File: src/logic/chk_pkg.sv
package chk_pkg;

    //////////////////////////////////////////////////////////////////////
    // default sizes, overridden from the top level
    //////////////////////////////////////////////////////////////////////
    parameter int DEF_N_DIM  = 32;  // rows per matrix, elements per row
    parameter int DEF_DATA_W = 32;  // element width

    //////////////////////////////////////////////////////////////////////
    // operating mode and pass flags
    //////////////////////////////////////////////////////////////////////
    typedef enum logic [1:0] {
        MODE_IDLE   = 2'd0,
        MODE_DETECT = 2'd1,     // normal compute with error detection
        MODE_CORR1  = 2'd2,     // correction, first recompute
        MODE_CORR2  = 2'd3      // correction, second recompute
    } mode_e;

    // one-hot pass-complete flag
    typedef logic [2:0] full_t;

    parameter full_t FULL_DETECT = 3'b001;
    parameter full_t FULL_CORR1  = 3'b010;
    parameter full_t FULL_CORR2  = 3'b100;

    //////////////////////////////////////////////////////////////////////
    // control and event bundles between the units
    //////////////////////////////////////////////////////////////////////
    // from mode_ctrl to both checksum units
    typedef struct packed {
        logic restart_rows;     // zero the row counters
        logic clear_sums;       // zero stored checksums, mark not built
    } ctrl_t;

    // from col_checksum_a back to mode_ctrl
    typedef struct packed {
        logic row_done;         // fetch finished, same cycle as fetch_a_ready
        logic chk_row;          // the finished fetch returned the checksum row
    } a_evt_t;

endpackage
File: src/logic/mode_ctrl.sv
module mode_ctrl #(
    parameter int N_DIM  = chk_pkg::DEF_N_DIM,
    parameter int DATA_W = chk_pkg::DEF_DATA_W
) (
    input  logic            clk,
    input  logic            arst_n,
    input  chk_pkg::mode_e  mode,
    input  chk_pkg::a_evt_t a_evt,
    output chk_pkg::ctrl_t  ctrl,
    output chk_pkg::full_t  full
);

    import chk_pkg::*;

    mode_e mode_q;      // mode seen at the last edge
    logic  mode_chg;
    full_t pass_code;   // one-hot flag of the running pass

    // sizes the units cannot work with
    if (N_DIM < 2 || DATA_W < 1) begin : g_param_chk
        $error("checksum_gen needs N_DIM >= 2 and DATA_W >= 1");
    end

    assign mode_chg = (mode != mode_q);

    always_comb begin
        case (mode_q)
            MODE_DETECT: pass_code = FULL_DETECT;
            MODE_CORR1:  pass_code = FULL_CORR1;
            MODE_CORR2:  pass_code = FULL_CORR2;
            default:     pass_code = '0;           // idle has no pass
        endcase
    end

    //////////////////////////////////////////////////////////////////////
    // mode tracking, commands and full flag
    //////////////////////////////////////////////////////////////////////
    always_ff @(posedge clk or negedge arst_n) begin
        if (!arst_n) begin
            mode_q <= MODE_IDLE;
            ctrl   <= '0;
            full   <= '0;
        end else begin
            mode_q            <= mode;
            ctrl.restart_rows <= mode_chg;                             // any change
            ctrl.clear_sums   <= mode_chg && (mode == MODE_DETECT);    // new matrices

            if (mode_chg) begin
                full <= '0;
            end else if (a_evt.row_done) begin
                full <= a_evt.chk_row ? pass_code : '0;   // set on the checksum fetch
            end
        end
    end

    //////////////////////////////////////////////////////////////////////
    // checks
    //////////////////////////////////////////////////////////////////////
    a_full_onehot: assert property (@(posedge clk) disable iff (!arst_n)
        $onehot0(full))
        else $error("full is not one-hot");

endmodule

File: config.mk
export PLATFORM = sky130hd
export DESIGN_NAME = mode_ctrl
export DESIGN_NICKNAME = d
export VERILOG_FILES = /design/src/logic/chk_pkg.sv /design/src/logic/mode_ctrl.sv
export SDC_FILE = /design/constraint.sdc
export NUM_CORES = 1
export LEC_CHECK = 0
export BUFFER_PORTS_ARGS = -buffer_cell sky130_fd_sc_hd__buf_2
export CAP_MARGIN = 25
export CORE_AREA = 10 10 47 49
export DETAILED_ROUTE_END_ITERATION = 10
export DIE_AREA = 0 0 57 59
export GPL_TIMING_DRIVEN = 0
export PLACE_DENSITY = 0.49
export SLEW_MARGIN = 20
export SYNTH_ARGS = -nofsm -noshare
export SYNTH_HDL_FRONTEND = slang
export SYNTH_SLANG_ARGS = --single-unit
export TNS_END_PERCENT = 5
File: constraint.sdc
create_clock -name clk -period 2.7 [get_ports clk]
set_input_delay 0.27 -clock clk [delete_from_list [all_inputs] [get_ports clk]]
set_output_delay 0.27 -clock clk [all_outputs]
set_load 0.03 [all_outputs]
==> impl_metrics.py <==
metrics = {
    "yosys": {
        "synth_compound_area_share_pct": 5.48,
        "synth_top_area_cell": "dfrtp_1",
        "synth_warnings": 0,
        "netlist_area_um2": 274,
        "synth_top_area_share_pct": 63.9,
        "synth_top_family_by_area": "simple AND/OR/NAND/NOR gates",
        "synth.distinct_cells": 12,
        "avgSynthCellArea_um2": 12.5,
        "synth_xor_area_share_pct": 6.39,
        "syn-num-nets": 28,
        "netlist_top_cells_area": "dfrtp_1 64%, nand2b_1 6.8%, xnor2_1 6.4%",
        "synth.mux.area_fraction_pct": 0,
        "synth-simple-area-share_pct": 24.2,
        "ys_ff_latch": 7,
        "synth_cells": 22,
        "ys_seq_area_share_pct": 63.9,
        "synthAdderAreaFrac_pct": 0,
    },
    "finish": {
        "fin_util_pct": 27.1,
        "diodes": 0,
        "final_area_um2": 380,
        "seq_area_um2": 175,
        "multi_input_area_um2": 98.8,
        "drive_gt1_share_pct": 37.8,
        "fillers": 166,
        "syn2layout_area_growth_pct": 38.8,
        "final_cell_mix": "10 x buf_2, 7 x dfrtp_1, 3 x nand2b_1, 3 x clkbuf_4",
        "mostFrequentLayoutCell": "buf_2",
        "nets": 44,
    },
    "timing": {
        "hold_viol_final": 0,
        "slew_headroom_pct": 87.5,
        "final_max_slew_viol_count": 0,
        "timing.fmax_mhz": 935,
        "post-route-min-period_ps": 1070,
        "setup_viol": 0,
        "skew_ps": 2.66,
        "tns_ps": 0,
        "fin_crit_sh_pct": 39.6,
        "rsz0062_at_grt": "no",
        "worstMarginPinSlew_ps": 187,
    },
    "setup_path": {
        "r2r-end": "ctrl[0]",
        "worst_ep_arrival_time_ps": 800,
        "worstSetupPathType": "reg2out",
        "cp.required_ps": 2430,
        "cp-startpoint": "full[2]",
        "r2r_cells": 3,
        "cp_cell_sequence": "buf_2",
        "worstSetupEndpointType": "primary output",
        "endpoint": "full[2]",
        "cp_slowest_cell": "dfrtp_1",
        "worstPathMaxFanout": 2,
        "path_depth": 1,
        "reg2reg_from": "mode_q[1]",
        "critPathMaxStageDelay_ps": 370,
        "rrSetupSlack_ps": 1670,
        "path_buf_inv": 1,
        "cp_top_family": "flip-flops",
        "cp-start-kind": "register",
    },
    "clock_tree": {
        "cts.sinks": 7,
        "cts_tree": "done",
        "clk_pin_slew_worst_paths_ps": 50,
        "clk_latency_ps": 250,
        "cts-htree-levels": 1,
        "cts_root_buf": "clkbuf_4",
        "cts_buffers": 3,
        "clockBufferDepth": 2,
    },
    "flow_run": {
        "max-cap-violations": 0,
    },
    "route": {
        "drtAntennaViolNets": 0,
        "wirelength_um": 656,
        "via_count": 221,
        "drt_pass1_iterations": 4,
        "drt-vias-per-instance": 4.17,
        "dr.first_iter.drc_count": 3,
        "wl_per_cell_um": 12.4,
        "route.detailed.drc": 0,
    },
    "pwr": {
        "peakVddDrop_mv": 0.203,
        "power_per_cell_area_nw_per_um2": 618,
        "leakage_nw": 0.181,
    },
    "global_routing": {
        "grt_pass1_wl_um": 1260,
        "grt_max_degree": 8,
        "grt_pass1_vias": 257,
        "antenna_found_initial": 0,
        "grt_overflow_total": 0,
        "grt_use_total_pct": 4.91,
    },
    "die": {
        "io_pins": 11,
        "coreArea_um2": 1400,
        "start_util_pct": 19.6,
        "rows": 14,
        "fp.dieH_um": 59,
        "fp.dieW_um": 57,
        "die_area_um2": 3360,
    },
    "place": {
        "placed_area_um2": 344,
        "gp_congestion": 0.696,
        "port_buffers": 10,
    },
    "hold_path": {
        "hp-class": "in2reg",
    },
    "run_status": {
        "status": "finished, final reports clean",
    },
}
==> cells by family (layout without fill, tap and decap cells) <==
family,count (synthesis),count (layout)
compound gates,3,3
xor+xnor,2,2
buf+inv,0,15
flops,7,7
simple gates,10,10
==> flip-flops by register name, summed over array words and instances (netlist names) <==
name    count
ctrl        2
full        3
mode_q      2
==> synthesized netlist by cell type <==
library cell / number
xnor2_1: 2
nor3b_1: 1
and3b_1: 1
nand4_1: 1
nand2_2: 1
nand2_1: 1
and3_1: 1
nand4b_1: 1
o21ai_0: 2
nand2b_1: 3
a21oi_1: 1
dfrtp_1: 7
==> what timing repair did <==
action,4_1_cts,5_1_grt
gates resized for setup,0,0
hold buffers,1,0
buffers inserted,0,0
hold endpoints to repair,7,0
setup endpoints to repair,0,0
==> cell type report <==
type                       count  share of cell area, %
sequential                     7                   46.1
tap                           16                   5.26
clock buffer                   4                   6.91
multi-input combinational     15                   26.0
timing repair buffer          11                   15.8
==> report_power, final <==
part	leakage (nW)	switching, W	internal (W)
Combinational	0.0773	0.0000173	0.0000108
Clock	0.0150	0.0000389	0.0000564
Sequential	0.0885	0.00000212	0.000110
Total	0.181	0.0000583	0.000177
==> metal layers <==
metal | GRT usage, % | share of wire [%]
met5 | 0 | 0
met4 | 4.03 | 1.5
met3 | 4.08 | 15
met2 | 6.20 | 37
met1 | 5.05 | 45
==> worst min-delay path by stage <==
stage / startpoint / end / cells past startpoint
after CTS: mode[0] / mode_q[0] / 1
after global placement: arst_n / full[2] / 1
after floorplan: arst_n / ctrl[0] / 0
after global routing: mode[0] / mode_q[0] / 1
final: mode[1] / mode_q[1] / 1
after detailed placement: arst_n / full[0] / 1
==> per-stage QoR <==
step	hold slack [ps]	setup WS, ps	cells	total power, W
2_1_floorplan	-25.6	1750	22	0.000128
3_3_place_gp	107	1710	48	0.000140
3_5_place_dp	110	1660	48	0.000141
4_1_cts	183	1610	53	0.000240
5_1_grt	187	1580	53	0.000253
6_report	187	1630	53	0.000235
Note: power is estimated with default switching activity, not from simulation.
